--- src/axi_bridge_pkg.sv ---
package axi_bridge_pkg;

    // bus and line geometry
    localparam int ADDR_WIDTH     = 32;
    localparam int WORD_WIDTH     = 32;
    localparam int LINE_WIDTH     = 512;
    localparam int BEATS_PER_LINE = LINE_WIDTH / WORD_WIDTH;
    // one strobe bit per byte
    localparam int STRB_WIDTH     = WORD_WIDTH / 8;
    localparam int MASK_WIDTH     = LINE_WIDTH / 8;

    typedef logic [ADDR_WIDTH-1:0] addr_t;
    typedef logic [WORD_WIDTH-1:0] word_t;
    typedef logic [STRB_WIDTH-1:0] strb_t;
    typedef logic [LINE_WIDTH-1:0] line_t;
    typedef logic [MASK_WIDTH-1:0] line_mask_t;
    // axi len field, beats minus one
    typedef logic [7:0]            burst_len_t;
    typedef logic [2:0]            xfer_type_t;

    // requester code for a full line, anything else is one word
    localparam xfer_type_t XFER_LINE = 3'b100;
    localparam burst_len_t LINE_LEN  = burst_len_t'(BEATS_PER_LINE - 1);
    localparam burst_len_t WORD_LEN  = '0;

    typedef enum logic [2:0] {
        st_idle,
        st_ar_send,
        st_r_recv,
        st_aw_send,
        st_w_send,
        st_b_wait,
        st_release
    } bridge_state_t;

endpackage
--- src/sram_axi_bridge.sv ---
module sram_axi_bridge import axi_bridge_pkg::*; (
    input  logic       aclk,
    input  logic       reset,
    // instruction port
    input  logic       inst_ce,
    input  logic       inst_we,
    input  addr_t      inst_addr,
    input  xfer_type_t inst_transfer_type,
    input  line_t      inst_wdata,
    input  line_mask_t inst_wmask,
    output word_t      inst_rdata,
    output logic       inst_rdata_valid,
    output logic       inst_write_finish,
    // data port
    input  logic       data_ce,
    input  logic       data_we,
    input  addr_t      data_addr,
    input  xfer_type_t data_transfer_type,
    input  line_t      data_wdata,
    input  line_mask_t data_wmask,
    output word_t      data_rdata,
    output logic       data_rdata_valid,
    output logic       data_write_finish,
    // read address channel
    output logic       ar_valid,
    input  logic       ar_ready,
    output addr_t      ar_addr,
    output burst_len_t ar_len,
    // read data channel
    input  logic       rd_valid,
    output logic       rd_ready,
    input  word_t      rd_data,
    input  logic       rd_last,
    // write address channel
    output logic       aw_valid,
    input  logic       aw_ready,
    output addr_t      aw_addr,
    output burst_len_t aw_len,
    // write data channel
    output logic       wd_valid,
    input  logic       wd_ready,
    output word_t      wd_data,
    output strb_t      wstrb,
    output logic       wd_last,
    // write response channel
    input  logic       wr_valid,
    output logic       wr_ready
);

    logic       line_load;
    logic       line_shift;
    line_t      load_line;
    line_mask_t load_mask;
    burst_len_t load_len;
    logic       beat_last;

    // read data is shared, the valids say who it belongs to
    assign inst_rdata = rd_data;
    assign data_rdata = rd_data;

    bridge_fsm u_fsm (
        .aclk(aclk), .reset(reset),
        .inst_ce(inst_ce), .inst_we(inst_we), .data_ce(data_ce), .data_we(data_we),
        .inst_addr(inst_addr), .data_addr(data_addr),
        .inst_transfer_type(inst_transfer_type), .data_transfer_type(data_transfer_type),
        .inst_wdata(inst_wdata), .data_wdata(data_wdata),
        .inst_wmask(inst_wmask), .data_wmask(data_wmask),
        .ar_ready(ar_ready), .rd_valid(rd_valid), .rd_last(rd_last),
        .aw_ready(aw_ready), .wd_ready(wd_ready), .wr_valid(wr_valid),
        .beat_last(beat_last),
        .ar_valid(ar_valid), .rd_ready(rd_ready), .aw_valid(aw_valid),
        .wd_valid(wd_valid), .wd_last(wd_last), .wr_ready(wr_ready),
        .ar_addr(ar_addr), .aw_addr(aw_addr), .ar_len(ar_len), .aw_len(aw_len),
        .inst_rdata_valid(inst_rdata_valid), .data_rdata_valid(data_rdata_valid),
        .inst_write_finish(inst_write_finish), .data_write_finish(data_write_finish),
        .line_load(line_load), .line_shift(line_shift),
        .load_line(load_line), .load_mask(load_mask), .load_len(load_len)
    );

    // counter steps on the same accepted beat that shifts the buffer
    beat_counter u_beat_counter (
        .aclk(aclk), .reset(reset),
        .load(line_load), .load_len(load_len),
        .step(line_shift),
        .beat_last(beat_last)
    );

    write_line_buffer u_line_buffer (
        .aclk(aclk), .reset(reset),
        .load(line_load), .shift(line_shift),
        .load_line(load_line), .load_mask(load_mask),
        .wd_data(wd_data), .wstrb(wstrb)
    );

endmodule

--- src/write_line_buffer.sv ---
module write_line_buffer import axi_bridge_pkg::*; (
    input  logic       aclk,
    input  logic       reset,
    input  logic       load,
    input  logic       shift,
    input  line_t      load_line,
    input  line_mask_t load_mask,
    output word_t      wd_data,
    output strb_t      wstrb
);

    line_t      line_buf;
    line_mask_t mask_buf;

    // lowest word of the line goes out first
    always_ff @(posedge aclk) begin
        if (load) begin
            line_buf <= load_line;
        end else if (shift) begin
            line_buf <= {{WORD_WIDTH{1'b0}}, line_buf[LINE_WIDTH-1:WORD_WIDTH]};
        end
    end

    // byte mask moves with the data
    always_ff @(posedge aclk) begin
        if (!reset) begin
            mask_buf <= '0;
        end else if (load) begin
            mask_buf <= load_mask;
        end else if (shift) begin
            mask_buf <= {{STRB_WIDTH{1'b0}}, mask_buf[MASK_WIDTH-1:STRB_WIDTH]};
        end
    end

    // bottom word and strobe group drive the w channel
    assign wd_data = line_buf[WORD_WIDTH-1:0];
    assign wstrb   = mask_buf[STRB_WIDTH-1:0];

endmodule

--- src/beat_counter.sv ---
module beat_counter import axi_bridge_pkg::*; (
    input  logic       aclk,
    input  logic       reset,
    input  logic       load,
    input  burst_len_t load_len,
    input  logic       step,
    output logic       beat_last
);

    // beats still to go after the current one
    burst_len_t count;

    always_ff @(posedge aclk) begin
        if (!reset) begin
            count <= '0;
        end else if (load) begin
            count <= load_len;
        end else if (step && count != '0) begin
            // stop at zero, no wrap after the last beat
            count <= count - 1'b1;
        end
    end

    // purely from the count, no added latency
    assign beat_last = (count == '0);

endmodule

--- src/bridge_fsm.sv ---
module bridge_fsm import axi_bridge_pkg::*; (
    input  logic       aclk,
    input  logic       reset,
    // requester side
    input  logic       inst_ce,
    input  logic       inst_we,
    input  logic       data_ce,
    input  logic       data_we,
    input  addr_t      inst_addr,
    input  addr_t      data_addr,
    input  xfer_type_t inst_transfer_type,
    input  xfer_type_t data_transfer_type,
    input  line_t      inst_wdata,
    input  line_t      data_wdata,
    input  line_mask_t inst_wmask,
    input  line_mask_t data_wmask,
    // axi responses and readies
    input  logic       ar_ready,
    input  logic       rd_valid,
    input  logic       rd_last,
    input  logic       aw_ready,
    input  logic       wd_ready,
    input  logic       wr_valid,
    // from the write beat counter
    input  logic       beat_last,
    // axi control
    output logic       ar_valid,
    output logic       rd_ready,
    output logic       aw_valid,
    output logic       wd_valid,
    output logic       wd_last,
    output logic       wr_ready,
    output addr_t      ar_addr,
    output addr_t      aw_addr,
    output burst_len_t ar_len,
    output burst_len_t aw_len,
    // completion back to the requesters
    output logic       inst_rdata_valid,
    output logic       data_rdata_valid,
    output logic       inst_write_finish,
    output logic       data_write_finish,
    // write line buffer and beat counter controls
    output logic       line_load,
    output logic       line_shift,
    output line_t      load_line,
    output line_mask_t load_mask,
    output burst_len_t load_len
);

    bridge_state_t state;
    bridge_state_t state_next;

    // owner tag, high when the data port holds the bus
    logic       owner_data;
    addr_t      req_addr;
    burst_len_t req_len;

    // request picked in idle, data port wins a tie
    logic       grant;
    logic       sel_data;
    logic       sel_we;
    addr_t      sel_addr;
    xfer_type_t sel_type;
    logic       owner_ce;

    // handshake strobes
    logic ar_fire;
    logic aw_fire;
    logic wd_fire;
    logic rd_fire;

    assign grant    = data_ce | inst_ce;
    assign sel_data = data_ce;
    assign sel_we   = sel_data ? data_we            : inst_we;
    assign sel_addr = sel_data ? data_addr          : inst_addr;
    assign sel_type = sel_data ? data_transfer_type : inst_transfer_type;

    // ce of whichever port owns the current transaction
    assign owner_ce = owner_data ? data_ce : inst_ce;

    // channel valids and readies follow the state directly
    assign ar_valid = (state == st_ar_send);
    assign rd_ready = (state == st_r_recv);
    assign aw_valid = (state == st_aw_send);
    assign wd_valid = (state == st_w_send);
    assign wr_ready = (state == st_b_wait);

    assign ar_fire = ar_valid & ar_ready;
    assign aw_fire = aw_valid & aw_ready;
    assign wd_fire = wd_valid & wd_ready;
    assign rd_fire = rd_ready & rd_valid;

    // one shared address register for both address channels
    assign ar_addr = req_addr;
    assign aw_addr = req_addr;
    assign ar_len  = req_len;
    assign aw_len  = req_len;

    // last flag only counts inside the data phase
    assign wd_last = beat_last & (state == st_w_send);

    // read beats go to the owner only
    assign data_rdata_valid = rd_fire &  owner_data;
    assign inst_rdata_valid = rd_fire & ~owner_data;

    // write response is the acknowledge
    assign data_write_finish = wr_ready & wr_valid &  owner_data;
    assign inst_write_finish = wr_ready & wr_valid & ~owner_data;

    // buffer and counter load on the aw handshake
    assign line_load  = aw_fire;
    assign line_shift = wd_fire;
    assign load_line  = owner_data ? data_wdata : inst_wdata;
    assign load_mask  = owner_data ? data_wmask : inst_wmask;
    assign load_len   = req_len;

    always_comb begin
        state_next = state;
        case (state)
            st_idle: begin
                if (grant) begin
                    state_next = sel_we ? st_aw_send : st_ar_send;
                end
            end
            st_ar_send: begin
                if (ar_fire) begin
                    state_next = st_r_recv;
                end
            end
            st_r_recv: begin
                // last beat is the read acknowledge
                if (rd_fire && rd_last) begin
                    state_next = st_release;
                end
            end
            st_aw_send: begin
                if (aw_fire) begin
                    state_next = st_w_send;
                end
            end
            st_w_send: begin
                if (wd_fire && beat_last) begin
                    state_next = st_b_wait;
                end
            end
            st_b_wait: begin
                if (wr_valid) begin
                    state_next = st_release;
                end
            end
            st_release: begin
                // four-phase return, wait for ce low
                if (!owner_ce) begin
                    state_next = st_idle;
                end
            end
            default: begin
                state_next = st_idle;
            end
        endcase
    end

    always_ff @(posedge aclk) begin
        if (!reset) begin
            state      <= st_idle;
            owner_data <= 1'b0;
        end else begin
            state <= state_next;
            if (state == st_idle && grant) begin
                owner_data <= sel_data;
            end
        end
    end

    // address and length captured once, held through back-pressure
    always_ff @(posedge aclk) begin
        if (state == st_idle && grant) begin
            req_addr <= sel_addr;
            req_len  <= (sel_type == XFER_LINE) ? LINE_LEN : WORD_LEN;
        end
    end

endmodule

--- config.mk ---
export PLATFORM = sky130hd
export DESIGN_NAME = sram_axi_bridge
export DESIGN_NICKNAME = d
export VERILOG_FILES = /design/src/axi_bridge_pkg.sv /design/src/sram_axi_bridge.sv /design/src/write_line_buffer.sv /design/src/beat_counter.sv /design/src/bridge_fsm.sv
export SDC_FILE = /design/constraint.sdc
export NUM_CORES = 1
export LEC_CHECK = 0
export BUFFER_PORTS_ARGS = -buffer_cell sky130_fd_sc_hd__buf_4
export CORE_AREA = 2 2 564 566
export CTS_BUF_LIST = sky130_fd_sc_hd__clkbuf_8
export CTS_CLUSTER_DIAMETER = 60
export DETAILED_ROUTE_END_ITERATION = 7
export DIE_AREA = 0 0 566 568
export PLACE_DENSITY = 0.37
export SYNTH_ARGS = -nofsm -noshare
export SYNTH_HDL_FRONTEND = slang
export SYNTH_SLANG_ARGS = --single-unit
--- constraint.sdc ---
create_clock -name aclk -period 9.2 [get_ports aclk]
set_input_delay 0.46 -clock aclk [delete_from_list [all_inputs] [get_ports aclk]]
set_output_delay 0.46 -clock aclk [all_outputs]
set_load 0.02 [all_outputs]
======== Yosys cells after proc, flatten, opt, wreduce, memory -nomap -nowiden ========
Cells that the tools add are included.
storage, ports and cells
  bits in latches ......................... 0
  output and inout bits ................... 190
  register bits ........................... 628
  bits of input ports ..................... 1,266
  memory bits (read-only) ................. 0
  memories ................................ 0
  memory bits (writable) .................. 0
  word-level logic and storage cells ...... 66
cells by class
  multiplexer cells ....................... 22
  reduce and logical (&&, ||, !) cells .... 10
  shift operators ......................... 0
  magnitude comparators ................... 0
  multipliers ............................. 0
  bitwise logic cells ..................... 12
  equality and inequality tests ........... 14
  div/mod/pow operators ................... 0
  add/sub/neg operators ................... 1
operators by type and width
  operator             count
  $mux 512             3
  $mux 64              3
  $mux 32              1
  $mux 3               8
  $pmux 3 s7           1
  $mux 8               2
  $eq 3x3->1 const B   4
  $ne 2x2->1 const B   6
  $and 1x1->1          10
  $logic_not 8->1      1
  $reduce_bool 8->1    1
  $sub 8x1->8 const B  1
  $reduce_and 7->1     1
  $eq 3x2->1 const B   2
  $logic_and 1x1->1    4
  $mux 4               1
  $reduce_bool 2->1    2
  $eq 3x1->1 const B   1
  $logic_not 3->1      1
  $mux 1               2
  $mux 2               1
  $ne 2x1->1 const B   1
  $not 1->1            1
  $or 1x1->1           1

======== Logic depth before layout (Yosys ltp) ========
Gate-level depths: netlist (run 1).
  depth in word-level cells ............... 5
  gate-level depth with buffers ........... 8
  depth with buffers taken out ............ 6

======== Modules after synthesis ========
A second synthesis (run 1) with hierarchy kept.
second synthesis, totals
  cell total of the unflattened synthesis .. 2,353
  area, all modules ....................... 35,480.3 um^2
by module, submodules not included
  module             sequential area each (um^2)  area an instance (um^2)  times used  cells an instance
  write_line_buffer  16,656.0                     25,024.0                 1           1,402
  bridge_fsm         1,071.0                      9,467.8                  1           829
  beat_counter       160.2                        508.0                    1           58
  sram_axi_bridge    0.0                          480.5                    1           64

======== Least setup slack after synthesis (run 1) ========
Ideal clock, no wire load.
  path type ............................... flip-flop to flip-flop
  start ................................... register u_fsm.state[0]
  end ..................................... register u_line_buffer.mask_buf[38]
  arrival ................................. 7.889 ns
  setup slack ............................. 1.222 ns
  required time ........................... 9.111 ns
  library setup time ...................... 0.089 ns
  period minus slack after synthesis ...... 7.978 ns
  cell stages (with the launch flop) ...... 9
  path buffers ............................ 2
  cells stage by stage .................... dfxtp_1 -> or3b_4 -> inv_2 -> a21oi_2 -> inv_2 -> buf_2 -> buf_2 -> o211ai_1 -> a21oi_1
between the ends
  cells in the longest elaborated chain, start to end .. 3
  elaborated cells between the ends (all ways) .. 6
  classes of those cells .................. 2 x eq/ne; 1 x mux; 2 x bitwise; 1 x reduce/logical
RTL lines
  item                         line                     source
  start, declared              bridge_fsm.sv:50         bridge_state_t state;
  start signal, assigned       bridge_fsm.sv:165        state <= st_idle;
  start signal, assigned       bridge_fsm.sv:168        state <= state_next;
  $eq 3x3->1                   bridge_fsm.sv:85         assign wd_valid = (state == st_w_send);
  net wd_valid                 sram_axi_bridge.sv:40    output logic wd_valid,
  $and 1x1->1                  bridge_fsm.sv:90         assign wd_fire = wd_valid & wd_ready;
  $reduce_bool 2->1 (no line)  --
  end signal, assigned         write_line_buffer.sv:29  mask_buf <= load_mask;
  end signal, assigned         write_line_buffer.sv:31  mask_buf <= {{STRB_WIDTH{1'b0}}, mask_buf[MASK_WIDTH-1:STRB_WIDTH]};
  end, declared                write_line_buffer.sv:13  line_mask_t mask_buf;
The timed path passes the listed nets, and every way through them passes these cells.
A chain may end at the register's enable or synchronous reset.

======== Final worst setup path (run 1) ========
  start ................................... register u_fsm.owner_data
  end ..................................... register u_line_buffer.line_buf[111], data pin
between the ends
  cells in the longest elaborated chain, start to end .. 2
RTL lines
  item                    line                     source
  start, declared         bridge_fsm.sv:54         logic owner_data;
  start signal, assigned  bridge_fsm.sv:170        owner_data <= sel_data;
  $mux 512                bridge_fsm.sv:113        assign load_line = owner_data ? data_wdata : inst_wdata;
  $mux 512                write_line_buffer.sv:17  if (load) begin
  end signal, assigned    write_line_buffer.sv:18  line_buf <= load_line;
  end signal, assigned    write_line_buffer.sv:20  line_buf <= {{WORD_WIDTH{1'b0}}, line_buf[LINE_WIDTH-1:WORD_WIDTH]};
  end, declared           write_line_buffer.sv:12  line_t line_buf;
Every way passes these cells.

==> impl_metrics.env, run 1 <==
export IMPL_outcome="finished clean"
export IMPL_peakVddDrop_uv=133
export IMPL_path_buf_inv=3
export IMPL_cts_max_path_buffers=4
export IMPL_core_um2=316000
export IMPL_numCtsBuffers=148
export IMPL_wl_met2_um=118000
export IMPL_syn_inst=2935
export IMPL_synth_area_per_cell_um2=11.0
export IMPL_endpoint_kind="register"
export IMPL_grt_overflow=0
export IMPL_cts_tree="done"
export IMPL_grt_pass1_wl_um=306000
export IMPL_gp_congestion=0.964
export IMPL_final_cell_mix="1376 x buf_4, 1130 x dlygate4sd3_1, 604 x nand2_1, 583 x mux2i_1, 545 x edfxtp_1"
export IMPL_ant_nets=0
export IMPL_io_buffer_count=1351
export IMPL_cp_data_required_time_ns=9.72
export IMPL_via_count=32600
export IMPL_power_leakage_nw=23.5
export IMPL_h_tree_depth=4
export IMPL_dpl_cell_count=8140
export IMPL_drc=0
export IMPL_reg2reg_depth=5
export IMPL_min_period_ns=3.72
export IMPL_start_util_pct=10.2
export IMPL_track_usage_pct=14.0
export IMPL_clockRootBuffer="clkbuf_8"
export IMPL_maxSlewViolCount=0
export IMPL_worstPathCellList="buf_12 > buf_12 > mux2i_1 > dlygate4sd3_1 > o21ai_1"
export IMPL_async_reset_ff_share_pct=0
export IMPL_fmax_mhz=269
export IMPL_areaGrowthSynthToFinish_pct=86.7
export IMPL_final_nets=6509
export IMPL_min_delay_path_class="in -> reg"
export IMPL_die_w_um=566
export IMPL_synth_seq_cells=621
export IMPL_die_h_um=568
export IMPL_final_util_pct=19.1
export IMPL_clkPwrFrac_pct=28.5
export IMPL_path_clk_slew_ns=0.06
export IMPL_slew_headroom_pct=15.0
export IMPL_fin_skew_ns=0.0864
export IMPL_io_pins=1456
export IMPL_synth_area_top_cells="edfxtp_1 51%, mux2i_1 18%, o21ai_1 7.5%"
export IMPL_setup_viol=0
export IMPL_cpLargestDelayFamily="buffers and inverters"
export IMPL_cap_violations=0
export IMPL_synthFlopType="edfxtp_1"
export IMPL_tightest_slew_ns=1.27
export IMPL_clock_latency_ns=0.88
export IMPL_synth_edf_count=545
export IMPL_worstPathMaxFanout=107
export IMPL_rsz0062_at_grt="false"
export IMPL_cp_slowest_stage_delay_ns=0.79
export IMPL_first_pass_iters=5
export IMPL_p_int_w=0.00759
export IMPL_synth_distinct_cells=50
export IMPL_first_global_vias=34700
export IMPL_m1WireLength_um=90000
export IMPL_drive_gt1_share_pct=30.3
export IMPL_critPathKind="reg -> reg"
export IMPL_antenna_found_initial=161
export IMPL_drt_total_wl_um=233000
export IMPL_hpwl_um=190000
export IMPL_rows=207
export IMPL_r2r_slack_ns=5.48
export IMPL_highest_layer="met5"
export IMPL_fin_cells=9563
export IMPL_holdPathStages=3
export IMPL_post_drt_via_cell_ratio=3.41
export IMPL_p_sw_w=0.00401
export IMPL_cts_resized=0
export IMPL_p_comb_share_pct=36.5
export IMPL_p_seq_share_pct=35.0
export IMPL_yosysTopAreaCell="edfxtp_1"
export IMPL_met3WireLength_um=15200
export IMPL_clock_sinks=621
export IMPL_path_common_cell="buf_12"
export IMPL_mostFrequentLayoutCell="buf_4"
export IMPL_tns_ns=0
export IMPL_switching_share_pct=34.5
export IMPL_cp_slowest_cell="dfxtp_4"
export IMPL_final_period_utilization_pct=40.4
export IMPL_power_density_nw_per_um2=192
export IMPL_synth_area_um2=32300
export IMPL_yosys_warnings=0
export IMPL_die_area_um2=321000
export IMPL_drtIter0Drc=1842
export IMPL_yosysTopAreaCellShare_pct=50.7
export IMPL_start_kind="register"
export IMPL_path_depth=5
export IMPL_wire_per_inst_um=24.4
export IMPL_grt_max_degree=187
export IMPL_finalHoldViolations=0
export IMPL_ys_seq_area_share_pct=55.4
export IMPL_arrival_ns=4.24
[routing by layer]
metal	vias to the layer above	GRT usage, %
li1	15200	-
met3	457	3.82
met5	-	0
met1	15500	15.4
met2	1414	25.5
met4	50	4.87
[area by class of cell]
type	count	area [um2]
tap	4180	5230
clock buffer	154	2120
fill	35200	256000
sequential	621	17900
antenna	40	100
inverter	7	33.8
multi-input combinational	1946	12400
timing repair buffer	2516	21800
clock inverter	99	693
[state kept, by name (all words and copies together), names as in the netlist]
register,flops
u_beat_counter.count,8
u_fsm.ar_addr,32
u_fsm.ar_len,1
u_fsm.owner_data,1
u_fsm.state,3
u_line_buffer.line_buf,512
u_line_buffer.mask_buf,64
[tightest hold or removal path: stages]
cell	delay, ns
buf_4	0.07
mux2i_1	0.17
nor2_1	0.13
[final timing paths]
kind	start	to
hold / removal	data_wdata[508]	u_line_buffer.line_buf[508]$_SDFFCE_PN0P_
setup reg to reg	u_fsm.owner_data$_SDFFE_PN0P_	u_line_buffer.line_buf[111]$_DFFE_PP_
hold reg to reg	u_line_buffer.mask_buf[54]$_SDFFE_PN0P_	u_line_buffer.mask_buf[54]$_SDFFE_PN0P_
setup / recovery	u_fsm.owner_data$_SDFFE_PN0P_	u_line_buffer.line_buf[111]$_DFFE_PP_
[cell usage after synthesis (all sizes together) (3+ instances only)]
cell type  number
o21ai         482
dfxtp          76
mux2i         583
or4             3
o221a           4
and3            3
nor2           51
clkbuf        125
nor3            3
inv             7
nor3b           4
edfxtp        545
nor4            3
nand3           6
buf           243
or3             4
nand2         604
o211ai         56
mux2           33
a21oi          68
ha              3
[cell families after synthesis]
group,after synthesis,synth area share [%]
AOI/OAI and AO/OA,628,10.4
other,1,0.0116
and+or+nand+nor,691,8.42
adders and majority gates,3,0.116
buffers and inverters,375,6.39
DFF,621,55.4
muxes,616,19.2
[power by group through the flow]
stage               combinational [W]  sequential (W)  clock (W)
finish                        0.00423         0.00406    0.00331
global route                  0.00455         0.00411    0.00358
CTS                           0.00431         0.00409    0.00349
detailed placement            0.00337         0.00413          0
global placement              0.00335         0.00415          0
floorplan                     0.00196         0.00409          0
[timing repair]
item / CTS / global route
buffers inserted: 0 / 0
hold buffers: 1130 / 0
hold endpoints to repair: 578 / 0
endpoints found under the setup margin: 0 / 0
[stage by stage]
stage               total power [W]  cell area [um2]  hold slack [ns]  setup slack [ns]
CTS                          0.0119            60200          0.00293              5.52
global placement            0.00750            46100            0.438              5.99
floorplan                   0.00605            32300            0.432              1.22
finish                       0.0116            60300            0.108              5.48
detailed placement          0.00751            46100            0.443              5.91
global route                 0.0122            60200           0.0408              5.43
Note: power is estimated with default switching activity, not from simulation.
==> inputs of run 2 (changes only) <==
Settings changed: ABC_AREA set to 1, CORE_AREA 2 2 564 566 to 2 2 565 567, DIE_AREA 0 0 566 568 to 0 0 567 569, PLACE_DENSITY 0.37 to 0.38.
Clock period 9.2 ns to 3.8 ns, I/O delays scaled along.
==> impl_metrics.env, run 2 <==
export IMPL_start_util_pct=10.8
export IMPL_first_pass_iters=5
export IMPL_cp_data_required_time_ns=4.53
export IMPL_track_usage_pct=15.4
export IMPL_first_global_vias=40600
export IMPL_use_met1_pct=15.7
export IMPL_min_period_ns=3.41
export IMPL_critPathKind="reg -> reg"
export IMPL_finalHoldViolations=0
export IMPL_worstPathCellList="inv_8 > buf_12 > buf_4 > or2_2 > o211ai_1 > dlygate4sd3_1 > a21oi_1 > dlygate4sd3_1"
export IMPL_yosys_area_share_simple_pct=19.1
export IMPL_setup_slack_ns=0.392
export IMPL_io_pins=1456
export IMPL_via_count=38100
export IMPL_rows=207
export IMPL_syn_inst=3578
export IMPL_yosys_warnings=0
export IMPL_yosysTopAreaCellShare_pct=47.7
export IMPL_endpoint_kind="register"
export IMPL_tns_ns=0
export IMPL_final_nets=7358
export IMPL_cp_slowest_cell="dfxtp_4"
export IMPL_cts_resized=0
export IMPL_maxSlewViolCount=0
export IMPL_clock_latency_ns=0.95
export IMPL_async_reset_ff_share_pct=0
export IMPL_r2r_start="u_fsm.owner_data$_SDFFE_PN0P_"
export IMPL_cp_slowest_stage_delay_ns=0.68
export IMPL_drtIter0Drc=2599
export IMPL_clockRootBuffer="clkbuf_8"
export IMPL_dpl_cell_count=8793
export IMPL_ant_nets=0
export IMPL_cts_max_path_buffers=4
export IMPL_areaGrowthSynthToFinish_pct=87.9
export IMPL_use_met3_pct=5.39
export IMPL_arrival_ns=4.13
export IMPL_synth_area_top_cells="edfxtp_1 48%, o31ai_2 12%, nor2_1 11%"
export IMPL_synth_seq_cells=621
export IMPL_peakVddDrop_uv=208
export IMPL_final_cell_mix="1428 x buf_4, 1330 x dlygate4sd3_1, 1003 x nor2_1, 610 x nand2_1, 545 x edfxtp_1"
export IMPL_largest_register="u_line_buffer.line_buf"
export IMPL_grt_pass1_wl_um=341000
export IMPL_ys_seq_area_share_pct=52.1
export IMPL_fin_cells=10500
export IMPL_tightest_slew_ns=0.923
export IMPL_largest_reg_flops=512
export IMPL_mostFrequentLayoutCell="buf_4"
export IMPL_synth_compound_area_share_pct=19.8
export IMPL_use_met2_pct=28.1
export IMPL_die_h_um=569
export IMPL_synth_area_um2=34300
export IMPL_fin_skew_ns=0.0998
export IMPL_min_delay_path_class="in -> reg"
export IMPL_clock_sinks=621
export IMPL_fmax_mhz=293
export IMPL_io_buffer_count=1351
export IMPL_grt_max_degree=119
export IMPL_h_tree_depth=4
export IMPL_antenna_found_initial=213
export IMPL_synth_top_family_by_area="compound AO/OA/AOI/OAI gates"
export IMPL_yosysTopAreaCell="edfxtp_1"
export IMPL_drc=0
export IMPL_path_common_cell="dlygate4sd3_1"
export IMPL_post_drt_via_cell_ratio=3.65
export IMPL_cap_violations=0
export IMPL_dp_slack_ns=0.955
export IMPL_drive_gt1_share_pct=33.1
export IMPL_synthFlopType="edfxtp_1"
export IMPL_fillers=35300
export IMPL_synth_xor_area_share_pct=0.0510
export IMPL_busiest_layer="met2"
export IMPL_drt_total_wl_um=258000
export IMPL_worstPathMaxFanout=44
export IMPL_slew_headroom_pct=38.5
export IMPL_numCtsBuffers=144
export IMPL_hpwl_um=210000
export IMPL_die_w_um=567
export IMPL_synth_adder_area_share_pct=0.109
export IMPL_start_kind="register"
export IMPL_power_w=0.0281
export IMPL_rsz0062_at_grt="false"
export IMPL_synthMuxAreaShare_pct=1.08
export IMPL_ys_top_cells_by_count="1003 x nor2_1, 610 x nand2_1, 545 x edfxtp_1"
export IMPL_hold_start="aw_ready"
export IMPL_synth_area_per_cell_um2=9.60
export IMPL_synth_most_common_cell="nor2_1"
export IMPL_path_clk_slew_ns=0.06
export IMPL_core_um2=317000
export IMPL_wire_per_inst_um=24.7
export IMPL_power_density_nw_per_um2=435
export IMPL_outcome="finished clean"
export IMPL_crit_start="u_fsm.owner_data$_SDFFE_PN0P_"
export IMPL_final_period_utilization_pct=89.7
export IMPL_synth_distinct_cells=35
export IMPL_gp_congestion=0.958
export IMPL_grt_overflow=0
export IMPL_setup_viol=0
export IMPL_synth_edf_count=545
export IMPL_power_leakage_nw=26.5
export IMPL_die_area_um2=323000
export IMPL_cts_tree="done"
## run 2: area by class of cell
| type | count | area (um2) | share of cell area [%] |
|---|---|---|---|
| repair buffers | 2782 | 24500 | 38.0 |
| flip-flops and latches | 621 | 17900 | 27.7 |
| multi-input cells | 2508 | 13800 | 21.4 |
| well taps | 4180 | 5230 | 8.11 |
| clock buffers | 144 | 1980 | 3.07 |
| clock inverters | 109 | 738 | 1.14 |
| diodes | 79 | 198 | 0.306 |
| inverters | 32 | 138 | 0.213 |
## run 2: final timing paths
kind,end,slack [ns],depth (start not counted)
worst max-delay path,u_line_buffer.mask_buf[0]$_SDFFE_PN0P_,0.39,8
worst min-delay path,u_beat_counter.count[5]$_SDFFE_PN0P_,0.1,6
worst max register to register,u_line_buffer.mask_buf[0]$_SDFFE_PN0P_,0.39,8
worst min register to register,u_beat_counter.count[1]$_SDFFE_PN0P_,0.49,2
## run 2: power breakdown
group | internal, W | switching (W)
logic | 0.00475 | 0.00571
clock network | 0.00411 | 0.00375
registers | 0.00910 | 0.000678
## run 2: cells by family after synthesis
kind of cell               Yosys count
AOI/OAI and AO/OA                  769
xor gates and xnor gates             2
adders and majority gates            3
buffers and inverters              456
DFF                                621
muxes                               33
other                                1
and+or+nand+nor                   1693
## run 2: per-layer routing
layer  vias to the layer above  wire, um
li1                      17400         -
met1                     18400     92000
met2                      1663    131000
met3                       524     21700
met4                        90     12500
met5                         -       583
## run 2: stage by stage
stage	instance area (um2)	util [%]	hold WS [ns]
floorplan	34400	-	0.391
global placement	48300	15.2	0.380
detailed placement	48300	15.2	0.380
CTS	64300	20.3	0.0000233
global route	64500	20.3	0.0468
finish	64500	20.4	0.0991
## run 2: what timing repair did
action / CTS / global route
hold buffers: 1330 / 0
endpoints found under the hold margin: 621 / 0
buffers inserted: 0 / 0
## run 2: worst max-delay path: cells and delay by family, from the launching register on
kind	cells	cell delay, ns
simple gates	1	0.28
flops	1	0.68
buf+inv	5	1.93
compound gates	2	0.24
